<file path="config.mk">
export PLATFORM = sky130hd
export DESIGN_NAME = cache_ctrl
export DESIGN_NICKNAME = d
export VERILOG_FILES = /design/src/mem_sys_pkg.sv /design/src/cache_ctrl.sv
export SDC_FILE = /design/constraint.sdc
export NUM_CORES = 1
export LEC_CHECK = 0
export BUFFER_PORTS_ARGS = -buffer_cell sky130_fd_sc_hd__buf_2
export CORE_ASPECT_RATIO = 0.75
export CORE_MARGIN = 1.5
export CORE_UTILIZATION = 35
export CTS_BUF_LIST = sky130_fd_sc_hd__clkbuf_4
export DETAILED_ROUTE_END_ITERATION = 8
export GPL_TIMING_DRIVEN = 0
export MAX_ROUTING_LAYER = met4
export PLACE_DENSITY = 0.71
export RECOVER_POWER = 50
export SYNTH_ARGS = -nofsm -noshare
export SYNTH_HDL_FRONTEND = slang
export SYNTH_SLANG_ARGS = --single-unit
</file>
<file path="constraint.sdc">
create_clock -name clk -period 3 [get_ports clk]
set_input_delay 0.15 -clock clk [delete_from_list [all_inputs] [get_ports clk]]
set_output_delay 0.15 -clock clk [all_outputs]
set_load 0.01 [all_outputs]
</file>
<file path="src/mem_sys_pkg.sv">
package mem_sys_pkg;

   //////////////////////////////////////////////////
   // Address and data geometry
   //////////////////////////////////////////////////

   // CPU byte address and data word
   localparam int ADDR_W     = 16;
   localparam int WORD_W     = 16;
   // Address fields above the byte bit
   localparam int TAG_W      = 5;
   localparam int INDEX_W    = 8;
   localparam int WSEL_W     = 2;
   // Words per cache line
   localparam int LINE_WORDS = 4;
   localparam int NUM_SETS   = 1 << INDEX_W;

   typedef logic [ADDR_W-1:0]  addr_t;
   typedef logic [WORD_W-1:0]  word_t;
   typedef logic [TAG_W-1:0]   tag_t;
   typedef logic [INDEX_W-1:0] index_t;
   typedef logic [WSEL_W-1:0]  word_sel_t;

   //////////////////////////////////////////////////
   // Bundles between blocks
   //////////////////////////////////////////////////

   // CPU request, strobes valid for one cycle
   typedef struct packed {
      logic  rd;
      logic  wr;
      addr_t addr;
      word_t wdata;
   } cpu_req_t;

   // Word request to the banked memory
   typedef struct packed {
      logic  rd;
      logic  wr;
      addr_t addr;
      word_t wdata;
   } mem_req_t;

   // Command into one cache way
   typedef struct packed {
      logic      en;
      logic      comp;
      logic      write;
      logic      valid_in;
      tag_t      tag;
      index_t    index;
      word_sel_t word_sel;
      word_t     wdata;
   } way_cmd_t;

   // Status out of one cache way
   typedef struct packed {
      logic  hit;
      logic  valid;
      logic  dirty;
      tag_t  tag;
      word_t rdata;
   } way_stat_t;

   // Miss handling FSM
   typedef enum logic [2:0] {
      IDLE,
      LOOKUP,
      WRITEBACK,
      FILL,
      FINISH
   } ctrl_state_t;

   // Field slicing of a byte address
   function automatic tag_t addr_tag(addr_t a);
      return a[ADDR_W-1 -: TAG_W];
   endfunction

   function automatic index_t addr_index(addr_t a);
      return a[WSEL_W+INDEX_W : WSEL_W+1];
   endfunction

   function automatic word_sel_t addr_wsel(addr_t a);
      return a[WSEL_W:1];
   endfunction

   // Word address rebuilt from its fields, byte bit zero
   function automatic addr_t make_addr(tag_t t, index_t i, word_sel_t w);
      return {t, i, w, 1'b0};
   endfunction

endpackage

</file>
<file path="src/cache_ctrl.sv">
`timescale 1ns/10ps

module cache_ctrl import mem_sys_pkg::*; #(
   parameter int MEM_LATENCY = 2
) (
   input  logic      clk,
   input  logic      rst_n,
   input  cpu_req_t  cpu_req,
   input  way_stat_t way0_stat,
   input  way_stat_t way1_stat,
   input  word_t     mem_rdata,
   output way_cmd_t  way0_cmd,
   output way_cmd_t  way1_cmd,
   output mem_req_t  mem_req,
   output word_t     data_out,
   output logic      done,
   output logic      stall,
   output logic      cache_hit
);

   // Fill issues every word then drains the memory pipe
   localparam int FILL_CYCLES = LINE_WORDS + MEM_LATENCY;
   localparam int CNT_W       = $clog2(FILL_CYCLES + 1);

   typedef logic [CNT_W-1:0] cnt_t;

   // FSM
   ctrl_state_t state;
   ctrl_state_t state_nxt;

   // Captured request
   cpu_req_t  req_q;
   tag_t      req_tag;
   index_t    req_index;
   word_sel_t req_wsel;

   // Replacement
   logic victim_q;
   logic way_sel_q;
   logic choose_way;
   logic victim_dirty;

   // Word counter
   cnt_t cnt;
   cnt_t ret_idx;
   logic cnt_clr;
   logic cnt_inc;

   // Way side helpers
   logic      accept;
   logic      any_hit;
   word_t     hit_rdata;
   way_stat_t sel_stat;
   way_cmd_t  cmd;
   logic [1:0] way_en;

   //////////////////////////////////////////////////
   // Request capture and victim bit
   //////////////////////////////////////////////////

   // Only taken while not stalled
   assign accept = (state == IDLE) && (cpu_req.rd || cpu_req.wr);

   // Read wins a tie
   always_ff @(posedge clk) begin
      if (accept) begin
         req_q.rd    <= cpu_req.rd;
         req_q.wr    <= cpu_req.wr && !cpu_req.rd;
         req_q.addr  <= cpu_req.addr;
         req_q.wdata <= cpu_req.wdata;
      end
   end

   assign req_tag   = addr_tag(req_q.addr);
   assign req_index = addr_index(req_q.addr);
   assign req_wsel  = addr_wsel(req_q.addr);

   // State, victim toggle, chosen way, counter
   always_ff @(posedge clk) begin
      if (!rst_n) begin
         state     <= IDLE;
         victim_q  <= 1'b0;
         way_sel_q <= 1'b0;
         cnt       <= '0;
      end else begin
         state <= state_nxt;
         if (accept) begin
            victim_q <= ~victim_q;
         end
         // Way choice frozen for the rest of the miss
         if (state == LOOKUP) begin
            way_sel_q <= choose_way;
         end
         if (cnt_clr) begin
            cnt <= '0;
         end else if (cnt_inc) begin
            cnt <= cnt + 1'b1;
         end
      end
   end

   //////////////////////////////////////////////////
   // Way choice and lookup results
   //////////////////////////////////////////////////

   // Empty way first, way 0 ahead of way 1
   always_comb begin
      if (!way0_stat.valid) begin
         choose_way = 1'b0;
      end else if (!way1_stat.valid) begin
         choose_way = 1'b1;
      end else begin
         choose_way = victim_q;
      end
   end

   // Line to evict needs a write-back
   assign victim_dirty = choose_way ? (way1_stat.valid && way1_stat.dirty)
                                    : (way0_stat.valid && way0_stat.dirty);

   assign any_hit   = way0_stat.hit || way1_stat.hit;
   assign hit_rdata = way1_stat.hit ? way1_stat.rdata : way0_stat.rdata;
   assign sel_stat  = way_sel_q ? way1_stat : way0_stat;

   // Line word due back from memory this cycle
   assign ret_idx = cnt - cnt_t'(MEM_LATENCY);

   //////////////////////////////////////////////////
   // Miss handling FSM
   //////////////////////////////////////////////////

   always_comb begin
      state_nxt    = state;
      cnt_clr      = 1'b0;
      cnt_inc      = 1'b0;
      way_en       = 2'b00;
      cmd          = '0;
      cmd.tag      = req_tag;
      cmd.index    = req_index;
      cmd.word_sel = req_wsel;
      cmd.wdata    = req_q.wdata;
      mem_req      = '0;
      data_out     = '0;
      done         = 1'b0;
      cache_hit    = 1'b0;
      stall        = 1'b1;

      case (state)
         IDLE: begin
            stall   = 1'b0;
            cnt_clr = 1'b1;
            if (accept) begin
               state_nxt = LOOKUP;
            end
         end

         LOOKUP: begin
            // Compare access on both ways
            way_en    = 2'b11;
            cmd.comp  = 1'b1;
            cmd.write = req_q.wr;
            if (any_hit) begin
               done      = 1'b1;
               cache_hit = 1'b1;
               if (req_q.rd) begin
                  data_out = hit_rdata;
               end
               state_nxt = IDLE;
            end else if (victim_dirty) begin
               state_nxt = WRITEBACK;
            end else begin
               state_nxt = FILL;
            end
         end

         WRITEBACK: begin
            // Old line out one word per cycle
            way_en[way_sel_q] = 1'b1;
            cmd.word_sel      = cnt[WSEL_W-1:0];
            mem_req.wr        = 1'b1;
            mem_req.addr      = make_addr(sel_stat.tag, req_index, cnt[WSEL_W-1:0]);
            mem_req.wdata     = sel_stat.rdata;
            if (cnt == cnt_t'(LINE_WORDS - 1)) begin
               cnt_clr   = 1'b1;
               state_nxt = FILL;
            end else begin
               cnt_inc = 1'b1;
            end
         end

         FILL: begin
            cnt_inc = 1'b1;
            // Back to back reads of the new line
            if (cnt < cnt_t'(LINE_WORDS)) begin
               mem_req.rd   = 1'b1;
               mem_req.addr = make_addr(req_tag, req_index, cnt[WSEL_W-1:0]);
            end
            // Returned words go straight into the chosen way
            if (cnt >= cnt_t'(MEM_LATENCY)) begin
               way_en[way_sel_q] = 1'b1;
               cmd.write         = 1'b1;
               cmd.valid_in      = 1'b1;
               cmd.word_sel      = ret_idx[WSEL_W-1:0];
               cmd.wdata         = mem_rdata;
            end
            if (cnt == cnt_t'(FILL_CYCLES - 1)) begin
               cnt_clr   = 1'b1;
               state_nxt = FINISH;
            end
         end

         FINISH: begin
            // Compare access again so a store sets dirty
            way_en[way_sel_q] = 1'b1;
            cmd.comp          = 1'b1;
            cmd.write         = req_q.wr;
            done              = 1'b1;
            if (req_q.rd) begin
               data_out = sel_stat.rdata;
            end
            state_nxt = IDLE;
         end

         default: begin
            state_nxt = IDLE;
         end
      endcase
   end

   // Same command to both ways with separate enables
   always_comb begin
      way0_cmd    = cmd;
      way0_cmd.en = way_en[0];
      way1_cmd    = cmd;
      way1_cmd.en = way_en[1];
   end

   // Two lines of one set never share a tag
   a_single_hit : assert property (@(posedge clk) disable iff (!rst_n)
      (state == LOOKUP) |-> !(way0_stat.hit && way1_stat.hit))
      else $error("cache_ctrl: both ways hit in one set");

   // Refilled line is present when the miss finishes
   a_finish_hit : assert property (@(posedge clk) disable iff (!rst_n)
      (state == FINISH) |-> sel_stat.hit)
      else $error("cache_ctrl: refilled line missed in FINISH");

endmodule

</file>
# After elaboration in Yosys (flattened, before gate mapping)
# Cells that the tools add are included.
dict set report totals {
  wordCells 79
  regBits 42
  output_inout_bits 123
}
dict set report op_classes {
  muxes 41
  n_lt_le_gt_ge 4
  n_bitwise 2
  eq_ne 9
  addsub 2
  reduce_logical 13
}
# operator count
set ops {}
lappend ops {{$mux 16} 7}
lappend ops {{$pmux 16 s2} 2}
lappend ops {{$mux 21} 1}
lappend ops {{$mux 18} 1}
lappend ops {{$mux 1} 16}
lappend ops {{$mux 3} 4}
lappend ops {{$pmux 3 s4} 1}
lappend ops {{$eq 3x2->1 const B} 3}
lappend ops {{$eq 3x3->1 const B} 2}
lappend ops {{$ne 2x2->1 const B} 3}
lappend ops {{$pmux 1 s2} 3}
lappend ops {{$pmux 2 s3} 1}
lappend ops {{$reduce_or 2->1} 3}
lappend ops {{$logic_and 1x1->1} 5}
lappend ops {{$mux 2} 2}
lappend ops {{$pmux 2 s2} 1}
lappend ops {{$add 3x1->3 const B} 1}
lappend ops {{$eq 3x1->1 const B} 1}
lappend ops {{$ge 3x2->1 const B} 1}
lappend ops {{$logic_not 3->1} 1}
lappend ops {{$lt 3x3->1 const B} 1}
lappend ops {{$pmux 1 s3} 1}
lappend ops {{$reduce_and 3->1} 1}
lappend ops {{$logic_or 1x1->1} 2}
lappend ops {{6 further kinds} 7}

# Longest topological paths before layout
# Gate-level depths: netlist (run 1).
dict set report logic_depth {
  depth_word 6
  depth_mapped 6
  ltp_nobuf 5
}

# Worst setup path before layout (run 1)
# No wires, ideal clock.
dict set report synth_timing {
  path_type {register to register}
  start {register state[2]}
  end {register req_q[0] (netlist name), enable pin}
  setup_slack_ns 0.302
  path_stages_with_launch 4
  required_time_ns 2.577
  t_arrival_ns 2.275
  path_cell_list {dfxtp_1 > buf_6 > or3_4 > nor2_1}
}
dict set report synth_between {
  elab_chain_cells 2
}
# element line
set synth_lines {}
lappend synth_lines {{from (decl)} cache_ctrl.sv:28} ;# ctrl_state_t state;
lappend synth_lines {{from (signal assigned)} cache_ctrl.sv:86} ;# state <= state_nxt;
lappend synth_lines {{$logic_not 3->1} cache_ctrl.sv:62} ;# assign accept = (state == IDLE) && (cpu_req.rd || cpu_req.wr);
lappend synth_lines {{$logic_and 1x1->1} cache_ctrl.sv:62}
lappend synth_lines {{via accept} cache_ctrl.sv:50} ;# logic accept;
lappend synth_lines {{to (decl)} cache_ctrl.sv:32} ;# cpu_req_t req_q;
# The timed path passes the listed nets, and every way through them passes these cells.
# A chain may end at the register's enable or synchronous reset.

==> flow_summary.rst, run 1 <==
.. list-table::
   :header-rows: 1

   * - Metric
     - Value
   * - Yosys top cell by area
     - sky130_fd_sc_hd__edfxtp_1
   * - Sequential element share of the synthesized area
     - 38.7%
   * - Avg Inst Size Synth
     - 9.88 um^2
   * - Layout Skew
     - 8.93 ps
   * - Core box area
     - 8060 um^2
   * - Top FF cell, synth
     - sky130_fd_sc_hd__edfxtp_1
   * - Min cycle time layout
     - 2390 ps
   * - Remaining global-route overflow
     - 0
   * - Chip height
     - 82.8 um
   * - CTS Buf Count
     - 5
   * - Synth Area in Compound Gates
     - 15.5%
   * - Worst-skew pair later-pin latency
     - 340 ps
   * - Initial core utilization
     - 36.9%
   * - Fillers
     - 737
   * - Combinational family with the most area after synthesis
     - buffers and inverters
   * - Number of antenna-violating nets in the routed design
     - 0
   * - Cell at the slowest stage of the critical path
     - sky130_fd_sc_hd__dfxtp_1
   * - Critical-path maximum fanout
     - 11
   * - Share of layout cells above drive strength 1
     - 50.9%
   * - Post-Synth XOR/XNOR Area
     - 0.589%
   * - RSZ-0062 raised after global routing
     - false
   * - Final net count
     - 662
   * - Post-synthesis async set-or-reset flop share
     - 0%
   * - Initial DRT Pass Iterations
     - 4
   * - Via count of the first global-routing pass
     - 2992
   * - Design Power
     - 1.62 mW
   * - Worst setup SP type
     - register
   * - Clock sink total
     - 41
   * - Leakage power
     - 2.14 nW
   * - Largest cells by area after synthesis
     - sky130_fd_sc_hd__edfxtp_1 33%, sky130_fd_sc_hd__buf_4 13%, sky130_fd_sc_hd__mux2i_1 7.4%
   * - List of most frequent post-synthesis cells
     - 51 x sky130_fd_sc_hd__buf_4, 33 x sky130_fd_sc_hd__edfxtp_1, 27 x sky130_fd_sc_hd__nor2_1
   * - Area share of the leading cell type in the synthesized netlist
     - 33.3%
   * - Arrival time of data at the critical path endpoint
     - 2240 ps
   * - Number of hold violations in the final report
     - 0
   * - WL per Instance
     - 14.0 um
   * - Most used cell along the critical path
     - sky130_fd_sc_hd__buf_4
   * - Post-synth EDFFs
     - 33
   * - Count of H-tree levels built during CTS
     - 2
   * - Largest incremental delay on the critical path
     - 410 ps
   * - Number of placed I/O pins
     - 223
   * - Dominant cell by count in the synthesized netlist
     - sky130_fd_sc_hd__buf_4
   * - Power per Cell Area
     - 356 nW/um^2
   * - Number of antenna violations at the first check in global routing
     - 0
   * - Worst vdd rail ir drop
     - 0.210 mV
   * - GRT Util Overall
     - 20.9%
   * - Post-cts sizing count
     - 0
   * - Maximum achievable frequency
     - 418 MHz
   * - Fin crit share
     - 79.7%
   * - Count of different cell masters after synthesis
     - 43
   * - Final Hold Slack
     - 86.4 ps
   * - Count of buffers inserted at the top-level ports
     - 220
   * - Data required time at the worst endpoint
     - 2850 ps
   * - Buffer cell driving the clock tree root
     - sky130_fd_sc_hd__clkbuf_4
   * - Simple-gate area share of the yosys netlist
     - 13.7%
   * - Beginning of the critical path
     - state[0]
   * - HP Start
     - way0_stat[22]
   * - Number of pins with negative max-slew slack in the final report
     - 0
   * - Post-synthesis share of cell area spent on full adders, half adders and majority gates
     - 1.26%
   * - Routed wire length
     - 9320 um
   * - CTS tree
     - built
   * - Mux contribution to synthesized area
     - 13.8%
   * - Number of instances in the synthesized netlist
     - 301
   * - Chain of cells forming the critical path
     - buf_4 > nand3b_2 > nor2_4 > buf_6 > mux2_1 > buf_4 > buf_2
   * - Number of nets produced by synthesis
     - 404
   * - Total inserted antenna cells
     - 0
   * - Largest net degree at the start of global routing
     - 34
   * - Crit path kind
     - register to output pin
   * - Weighted congestion reported at the end of routability-driven placement
     - 0.877
   * - DP HPWL
     - 7220 um
   * - Maximum buffer depth of the clock tree
     - 2
   * - Remaining routing DRC violations
     - 0
   * - Row Count
     - 28
   * - Synthesis-stage register bit count
     - 41
   * - Final setup vio count
     - 0
   * - Layout overhead on the synthesized area
     - 53.5%
   * - Sort of element at the end of the critical path
     - output pin
   * - Total number of vias
     - 3098
   * - Max-capacitance violation count
     - 0
   * - Reg2Reg Launch Point
     - state[2]
   * - Min-Delay Path Class
     - input pin to register
   * - DR vias/cell
     - 4.66
   * - Warning count from the yosys run
     - 0
   * - Pin slew with the least headroom to its limit
     - 948 ps
   * - First-pass GRT wire length
     - 14700 um
   * - Clock transition at the register clock pins on the worst setup and hold paths after CTS
     - 120 ps
   * - Die Area
     - 9060 um^2
   * - Number of DRC markers after the initial detailed-route iteration
     - 124
   * - Area of the mapped netlist
     - 2970 um^2
   * - Die width
     - 109 um
   * - Relative max-transition margin
     - 36.7%
   * - Result of the run
     - complete, no violations
worst paths after layout:
check	endpoint	slack [ps]	cells after the start
max	way1_cmd[13]	610	7
min reg2reg	victim_q	530	2
min	way_sel_q	90	3
max reg2reg	way0_cmd[29]	830	3
placed cells by master, fill, tap and decap left out, types with 3 or more instances in the layout:
master                          Yosys  routed
sky130_fd_sc_hd__clkbuf_4           0      32
sky130_fd_sc_hd__or3_1              2       3
sky130_fd_sc_hd__mux2i_1           22      22
sky130_fd_sc_hd__a21oi_2           11      11
sky130_fd_sc_hd__o21ai_0           21      21
sky130_fd_sc_hd__nand2b_1           6       6
sky130_fd_sc_hd__edfxtp_1          33      33
sky130_fd_sc_hd__o21ai_1           15      15
sky130_fd_sc_hd__a21oi_1           13      13
sky130_fd_sc_hd__dlygate4sd3_1      0      31
sky130_fd_sc_hd__nor2_1            27      26
sky130_fd_sc_hd__dfxtp_1            8       8
sky130_fd_sc_hd__o2bb2ai_1          5       5
sky130_fd_sc_hd__inv_1              5       5
sky130_fd_sc_hd__buf_2              5     210
sky130_fd_sc_hd__and2_1            10      10
sky130_fd_sc_hd__buf_4             51      24
sky130_fd_sc_hd__or3b_1             3       3
sky130_fd_sc_hd__nor3_1             3       3
sky130_fd_sc_hd__nand2_1            5       5
sky130_fd_sc_hd__mux2_1            17      17
sky130_fd_sc_hd__clkbuf_1           6      23
sky130_fd_sc_hd__nor2b_1            3       3
sky130_fd_sc_hd__ha_1               3       3
cell type report:
class | instances | area [um^2] | area share, %
flip-flops and latches | 41 | 1150 | 25.2
multi-input cells | 190 | 1340 | 29.3
clock buffers | 6 | 45.0 | 0.987
clock inverters | 2 | 33.8 | 0.741
plain buffers | 65 | 452 | 9.90
inverters | 5 | 18.8 | 0.411
well taps | 105 | 131 | 2.88
repair buffers | 251 | 1390 | 30.6
repair_timing:
item / in CTS / in global routing
hold endpoints to repair: 31 / 0
hold buffers: 31 / 0
setup buffers: 0 / 0
state kept, by name, summed over array words and instances, names as in the netlist:
name / flops
victim_q: 1
cnt: 3
way_sel_q: 1
way0_cmd: 13
state: 3
req_q: 20
logic make-up after synthesis:
logic type      after synthesis
compound gates               74
simple gates                 71
buf+inv                      70
flops                        41
mux                          39
fa+ha+maj                     3
xor+xnor                      2
other cells                   1
power by group:
group | internal [mW] | leakage, nW | switching, mW
Sequential | 0.680 | 0.388 | 0.0266
Combinational | 0.284 | 1.70 | 0.270
Clock | 0.183 | 0.0433 | 0.180
metrics by stage:
stage | area, um^2 | TNS, ps | util (%) | setup slack [ps] | instances
after CTS | 4600 | 0 | 57.1 | 569 | 665
after floorplan | 2970 | 0 | - | 302 | 301
after detailed placement | 4210 | 0 | 52.3 | 954 | 626
after global routing | 4560 | 0 | 56.6 | 405 | 665
after global placement | 4210 | -14170 | 52.2 | -431 | 626
final | 4560 | 0 | 56.6 | 608 | 665
per-layer routing:
layer | track usage (%) | wire [um] | vias to the layer above
li1 | - | - | 1538
met2 | 33.8 | 4470 | 128
met3 | 3.38 | 613 | 8
met4 | 4.84 | 97 | 0
met5 | - | 0 | -
met1 | 27.2 | 4140 | 1424
critical path, delay by kind of cell (launching register included):
family / cells / cell delay (ps)
flip-flops: 1 / 410
multiplexers: 1 / 370
buffers and inverters: 4 / 680
AND/OR/NAND/NOR: 2 / 450
Power figures use the tool's default switching activity.
==> run 2, diff against run 1 <==
==> constraint.sdc (replaced) <==
create_clock -name clk -period 2.21 [get_ports clk]
set_input_delay 0.1105 -clock clk [delete_from_list [all_inputs] [get_ports clk]]
set_output_delay 0.1105 -clock clk [all_outputs]
set_load 0.01 [all_outputs]
==> run 2 against run 1 <==
  * Cell area grew 2.4%
  * First-iteration DRC count rose by 6.5%
  * Die area unchanged
  * Clock power up 38%
  * Sequential power is 36% higher
  * Count of clock-buffer cells in the layout down 1
  * Register-to-register slack got worse by 670 ps
  * Flip-flop and latch count unchanged
  * Power up 38%
  * Sequential share of layout area down 0.49 points
  * Global-route usage rose by 0.77 points
  * Critical path depth stayed put
==> flow_summary.rst, run 2 (synthesis gave the netlist of run 1 again) <==
.. list-table::
   :header-rows: 1

   * - Metric
     - Value
   * - Arrival time of data at the critical path endpoint
     - 1990 ps
   * - Remaining routing DRC violations
     - 0
   * - Crit path setup slack, layout
     - 111 ps
   * - Core box area
     - 8060 um^2
   * - Maximum buffer depth of the clock tree
     - 2
   * - Number of pins with negative max-slew slack in the final report
     - 0
   * - Worst vdd rail ir drop
     - 0.292 mV
   * - Commonest non-fill, non-tap cell in the layout
     - sky130_fd_sc_hd__buf_2
   * - Clock network fraction of design power
     - 22.3%
   * - Initial DRT Pass Iterations
     - 6
   * - Share of total power in sequential cells
     - 42.8%
   * - WL per Instance
     - 14.3 um
   * - First-pass GRT wire length
     - 15300 um
   * - Count of H-tree levels built during CTS
     - 2
   * - Total number of vias
     - 3148
   * - Initial core utilization
     - 36.9%
   * - Chain of cells forming the critical path
     - buf_6 > nand3b_4 > nor2_4 > buf_6 > mux2_1 > buf_4 > buf_2
   * - Min cycle time layout
     - 2100 ps
   * - Switching share of power
     - 30.0%
   * - Power per Cell Area
     - 481 nW/um^2
   * - DP HPWL
     - 7290 um
   * - Reg2Reg Launch Point
     - state[2]
   * - Max-capacitance violation count
     - 0
   * - Share of layout cells above drive strength 1
     - 55.1%
   * - Count of buffers inserted at the top-level ports
     - 220
   * - Cell at the slowest stage of the critical path
     - sky130_fd_sc_hd__dfxtp_4
   * - Setup tns final
     - 0 ps
   * - Placement Setup Slack
     - 217 ps
   * - Final Cell Area
     - 4670 um^2
   * - Fillers
     - 721
   * - End-of-flow core utilization
     - 58.0%
   * - Largest net degree at the start of global routing
     - 24
   * - Total inserted antenna cells
     - 0
   * - Number of hold violations in the final report
     - 0
   * - Net switching power figure
     - 674 uW
   * - Data required time at the worst endpoint
     - 2100 ps
   * - Die width
     - 109 um
   * - Crit path kind
     - register to output pin
   * - Remaining global-route overflow
     - 0
   * - Number of antenna-violating nets in the routed design
     - 0
   * - Min-Delay Path Class
     - input pin to register
   * - Final setup vio count
     - 0
   * - Via count of the first global-routing pass
     - 3214
   * - Leakage power
     - 2.25 nW
   * - Number of antenna violations at the first check in global routing
     - 0
   * - Weighted congestion reported at the end of routability-driven placement
     - 0.847
   * - Int Power
     - 1.57 mW
   * - Pin slew with the least headroom to its limit
     - 732 ps
   * - Worst setup SP type
     - register
   * - Result of the run
     - complete, no violations
   * - Sort of element at the end of the critical path
     - output pin
   * - Routed wire length
     - 9560 um
   * - Clock transition at the register clock pins on the worst setup and hold paths after CTS
     - 130 ps
   * - HP Start
     - way0_stat[22]
   * - Critical-path maximum fanout
     - 11
   * - Number of flip-flops under the largest register name
     - 20
   * - Maximum achievable frequency
     - 476 MHz
   * - Beginning of the critical path
     - state[0]
   * - Final net count
     - 665
   * - CTS tree
     - built
   * - Fin crit share
     - 95.0%
   * - Part of the power in combinational logic
     - 34.9%
   * - Buffer cell driving the clock tree root
     - sky130_fd_sc_hd__clkbuf_4
   * - CTS Buf Count
     - 5
   * - RSZ-0062 raised after global routing
     - true
   * - GRT Util Overall
     - 21.6%
   * - Clock sink total
     - 41
   * - Chip height
     - 82.8 um
   * - Largest incremental delay on the critical path
     - 400 ps
   * - Layout Skew
     - 7.25 ps
   * - Die Area
     - 9060 um^2
   * - Relative max-transition margin
     - 51.2%
   * - Final Hold Slack
     - 34.3 ps
   * - Most used cell along the critical path
     - sky130_fd_sc_hd__buf_6
   * - Number of DRC markers after the initial detailed-route iteration
     - 132
   * - Layout overhead on the synthesized area
     - 57.2%
   * - Worst-skew pair later-pin latency
     - 350 ps
   * - Area post-placement
     - 4240 um^2
   * - Commonest cells after routing, fill and taps aside
     - 220 x sky130_fd_sc_hd__buf_2, 33 x sky130_fd_sc_hd__edfxtp_1, 32 x sky130_fd_sc_hd__clkbuf_4, 32 x sky130_fd_sc_hd__dlygate4sd3_1
   * - Reg with most FFs
     - req_q
   * - Row Count
     - 28
   * - DR vias/cell
     - 4.71
   * - Number of placed I/O pins
     - 223
[run 2: cell count changes in the layout (fill, tap and decap cells not counted), sizes merged]
cell | before | now
dlygate4sd3 | 31 | 32
clkbuf | 55 | 41
buf | 236 | 251
clkinvlp | 0 | 1
[run 2: routing by layer]
layer  GRT usage [%]  wire [um]  vias to the layer above  part of all wire (%)
met3            2.98        499                       12                   5.2
met5               -          0                        -                     0
li1                -          -                     1541                     -
met4            5.08        116                        0                   1.2
met2            35.9       4700                      132                    49
met1            27.8       4240                     1463                    44
[run 2: critical path: cells and delay by family (launching register included)]
family / cells / cell delay [ps]
buffers and inverters: 4 / 600
DFF: 1 / 400
muxes: 1 / 370
and+or+nand+nor: 2 / 260
[run 2: final timing paths]
| path | end | slack, ps | cells past startpoint |
|---|---|---|---|
| hold reg to reg | victim_q | 530 | 2 |
| hold / removal | way_sel_q | 30 | 3 |
| setup reg to reg | way0_cmd[23] | 160 | 4 |
| setup / recovery | way1_cmd[9] | 110 | 7 |
[run 2: metrics by stage]
step,power [mW],std cells
after floorplan,1.39,301
after global placement,1.69,626
after detailed placement,1.71,627
after CTS,2.27,669
after global routing,2.37,668
final,2.25,668
[run 2: repair_timing]
action                                 4_1_cts  5_1_grt
endpoints found under the hold margin       32        0
setup endpoints to repair                   34       52
pin swaps                                    1        0
hold buffers                                32        0
resized for setup                            3       12
buffers inserted                             2        0
[run 2: power by group through the flow]
stage	clock network, mW	logic [mW]	registers [mW]
after floorplan	0	0.429	0.965
after global placement	0	0.710	0.976
after detailed placement	0	0.739	0.976
after CTS	0.518	0.787	0.960
after global routing	0.544	0.854	0.972
final	0.502	0.784	0.961
[run 2: layout make-up]
cell class,count,area (um^2),share of cell area [%]
Buffer,64,472,10.1
Clock buffer,5,37.5,0.803
Tap cell,105,131,2.81
Sequential cell,41,1160,24.7
Inverter,5,18.8,0.402
Timing Repair Buffer,255,1460,31.2
Clock inverter,3,46.3,0.991
Multi-Input combinational cell,190,1350,28.9
==> run 3, diff against run 2 <==
--- a/config.mk
+++ b/config.mk
@@ -6,14 +6,14 @@
 export NUM_CORES = 1
 export LEC_CHECK = 0
 export BUFFER_PORTS_ARGS = -buffer_cell sky130_fd_sc_hd__buf_2
-export CORE_ASPECT_RATIO = 0.75
+export CORE_ASPECT_RATIO = 1.2
 export CORE_MARGIN = 1.5
-export CORE_UTILIZATION = 35
+export CORE_UTILIZATION = 32
 export CTS_BUF_LIST = sky130_fd_sc_hd__clkbuf_4
 export DETAILED_ROUTE_END_ITERATION = 8
 export GPL_TIMING_DRIVEN = 0
 export MAX_ROUTING_LAYER = met4
-export PLACE_DENSITY = 0.71
+export PLACE_DENSITY = 0.66
 export RECOVER_POWER = 50
 export SYNTH_ARGS = -nofsm -noshare
 export SYNTH_HDL_FRONTEND = slang
==> run 3 against run 2 <==
  * Utilization down 6.4 points
  * Flip-flop and latch count is the same
  * Clock power fell by 23%
  * Clock skew rose by 11 ps
  * Power down 6.3%
==> flow_summary.rst, run 3 (synthesis gave the netlist of run 1 again) <==
.. list-table::
   :header-rows: 1

   * - Metric
     - Value
   * - Reg with most FFs
     - req_q
   * - Worst setup SP type
     - register
   * - Die Area
     - 9880 um^2
   * - Min-Delay Path Class
     - input pin to register
   * - Remaining routing DRC violations
     - 0
   * - Via count of the first global-routing pass
     - 2895
   * - Area post-placement
     - 4230 um^2
   * - Commonest cells after routing, fill and taps aside
     - 220 x sky130_fd_sc_hd__buf_2, 35 x sky130_fd_sc_hd__clkbuf_4, 33 x sky130_fd_sc_hd__edfxtp_1
   * - Number of pins with negative max-slew slack in the final report
     - 0
   * - Buffering stage count on the worst path with inverters included
     - 4
   * - Arrival time of data at the critical path endpoint
     - 1950 ps
   * - Remaining global-route overflow
     - 0
   * - Min cycle time layout
     - 2060 ps
   * - Buffer cell driving the clock tree root
     - sky130_fd_sc_hd__clkbuf_4
   * - Cell at the slowest stage of the critical path
     - sky130_fd_sc_hd__dfxtp_4
   * - Row Count
     - 38
   * - Crit path setup slack, layout
     - 152 ps
   * - Final net count
     - 664
   * - Initial DRT Pass Iterations
     - 4
   * - Fin crit share
     - 93.1%
   * - Worst vdd rail ir drop
     - 0.418 mV
   * - Data required time at the worst endpoint
     - 2100 ps
   * - CTS Buf Count
     - 5
   * - WL per Instance
     - 13.2 um
   * - Clock sink total
     - 41
   * - Largest net degree at the start of global routing
     - 34
   * - Number of antenna violations at the first check in global routing
     - 1
   * - Maximum achievable frequency
     - 486 MHz
   * - Largest incremental delay on the critical path
     - 390 ps
   * - Count of H-tree levels built during CTS
     - 2
   * - Number of placed I/O pins
     - 223
   * - Die width
     - 91.0 um
   * - Result of the run
     - complete, no violations
   * - DP HPWL
     - 7040 um
   * - First-pass GRT wire length
     - 13500 um
   * - Maximum buffer depth of the clock tree
     - 2
   * - Most Crowded Layer GR
     - met2
   * - CTS tree
     - built
   * - Number of flip-flops under the largest register name
     - 20
   * - Count of buffers inserted at the top-level ports
     - 220
   * - Layout overhead on the synthesized area
     - 56.6%
   * - Placement Setup Slack
     - 124 ps
   * - Critical-path maximum fanout
     - 10
   * - Most used cell along the critical path
     - sky130_fd_sc_hd__buf_4
   * - Sort of element at the end of the critical path
     - output pin
   * - End-of-flow core utilization
     - 51.6%
   * - Total number of vias
     - 3083
   * - Leakage power
     - 2.23 nW
   * - Final setup vio count
     - 0
   * - GRT Util Overall
     - 17.8%
   * - Max-capacitance violation count
     - 0
   * - Final Cell Area
     - 4660 um^2
   * - Initial core utilization
     - 32.9%
   * - Number of DRC markers after the initial detailed-route iteration
     - 129
   * - Chip height
     - 109 um
   * - Chain of cells forming the critical path
     - buf_4 > nand3b_4 > nor2_4 > buf_12 > mux2_1 > buf_4 > buf_2
   * - Share of layout cells above drive strength 1
     - 54.8%
   * - Commonest non-fill, non-tap cell in the layout
     - sky130_fd_sc_hd__buf_2
   * - Layout Skew
     - 18.5 ps
   * - Weighted congestion reported at the end of routability-driven placement
     - 0.899
   * - Fillers
     - 855
   * - Crit path kind
     - register to output pin
   * - Number of antenna-violating nets in the routed design
     - 0
   * - Met1 usage
     - 18.9%
   * - Met2 track utilization from global routing
     - 32.3%
   * - Routed wire length
     - 8980 um
   * - Power per Cell Area
     - 452 nW/um^2
   * - Met3 Track Usage GR
     - 3.59%
   * - Clock transition at the register clock pins on the worst setup and hold paths after CTS
     - 130 ps
   * - Core box area
     - 9030 um^2
   * - DR vias/cell
     - 4.51
   * - Number of hold violations in the final report
     - 0
   * - Worst-skew pair later-pin latency
     - 350 ps
   * - Pin slew with the least headroom to its limit
     - 934 ps
   * - Crit path max-delay family
     - buffers and inverters
   * - Relative max-transition margin
     - 37.6%
==> run 3: changes by cell type in the layout (fill, tap and decap cells not counted), moves of 2 or more <==
cell,change
sky130_fd_sc_hd__clkbuf_4,+3
sky130_fd_sc_hd__buf_6,-2
sky130_fd_sc_hd__clkbuf_1,+2
sky130_fd_sc_hd__clkbuf_2,-2
==> run 3: metal layers <==
| metal | up-vias | wire length [um] | part of all wire [%] |
|---|---|---|---|
| li1 | 1540 | - | - |
| met1 | 1382 | 3440 | 38 |
| met2 | 153 | 4720 | 52 |
| met3 | 8 | 694 | 7.7 |
| met4 | 0 | 137 | 1.5 |
| met5 | - | 0 | 0 |
==> run 3: layout make-up <==
cell class	count	area, um^2	area share (%)
antenna	1	2.50	0.0537
buffer	65	477	10.2
clock buffer	7	52.6	1.13
clock inverter	1	3.75	0.0806
inverter	5	18.8	0.403
multi-input combinational	190	1360	29.2
sequential	41	1160	24.9
tap	120	150	3.22
timing repair buffer	253	1440	30.8
==> run 3: timing repair <==
action                                  4_1_cts  5_1_grt
hold endpoints to repair                     32        0
endpoints found under the setup margin       29       54
cloned                                        0        0
buffers inserted                              1        0
hold buffers                                 32        0
gates resized for setup                       3       14
pin swaps                                     1        1
==> run 3: per-stage QoR <==
stage                     hold WS, ps  cells  total power, mW  TNS [ps]
after global placement            288    641             1.69    -12410
after floorplan                   209    301             1.39         0
final                            42.0    683             2.10         0
after detailed placement          289    641             1.70         0
after CTS                        9.57    682             2.14     -33.0
after global routing             9.67    683             2.24     -2.28
==> run 3: tightest hold or removal path, delay by kind of cell <==
family                 cells  cell delay (ps)
buffers and inverters      1              120
and+or+nand+nor            2              150
==> run 3: power breakdown <==
group	internal, mW	switching, mW
registers	0.924	0.0359
logic	0.395	0.363
clock network	0.147	0.239
==> run 3: path summary, 6_finish.rpt <==
path | start | endpoint | depth (start not counted) | slack (ps)
worst max-delay path | state[0] | way1_cmd[3] | 7 | 150
worst min-delay path | rst_n | state[1] | 3 | 40
worst max register to register | state[2] | req_q[13] | 3 | 170
worst min register to register | victim_q | victim_q | 2 | 520
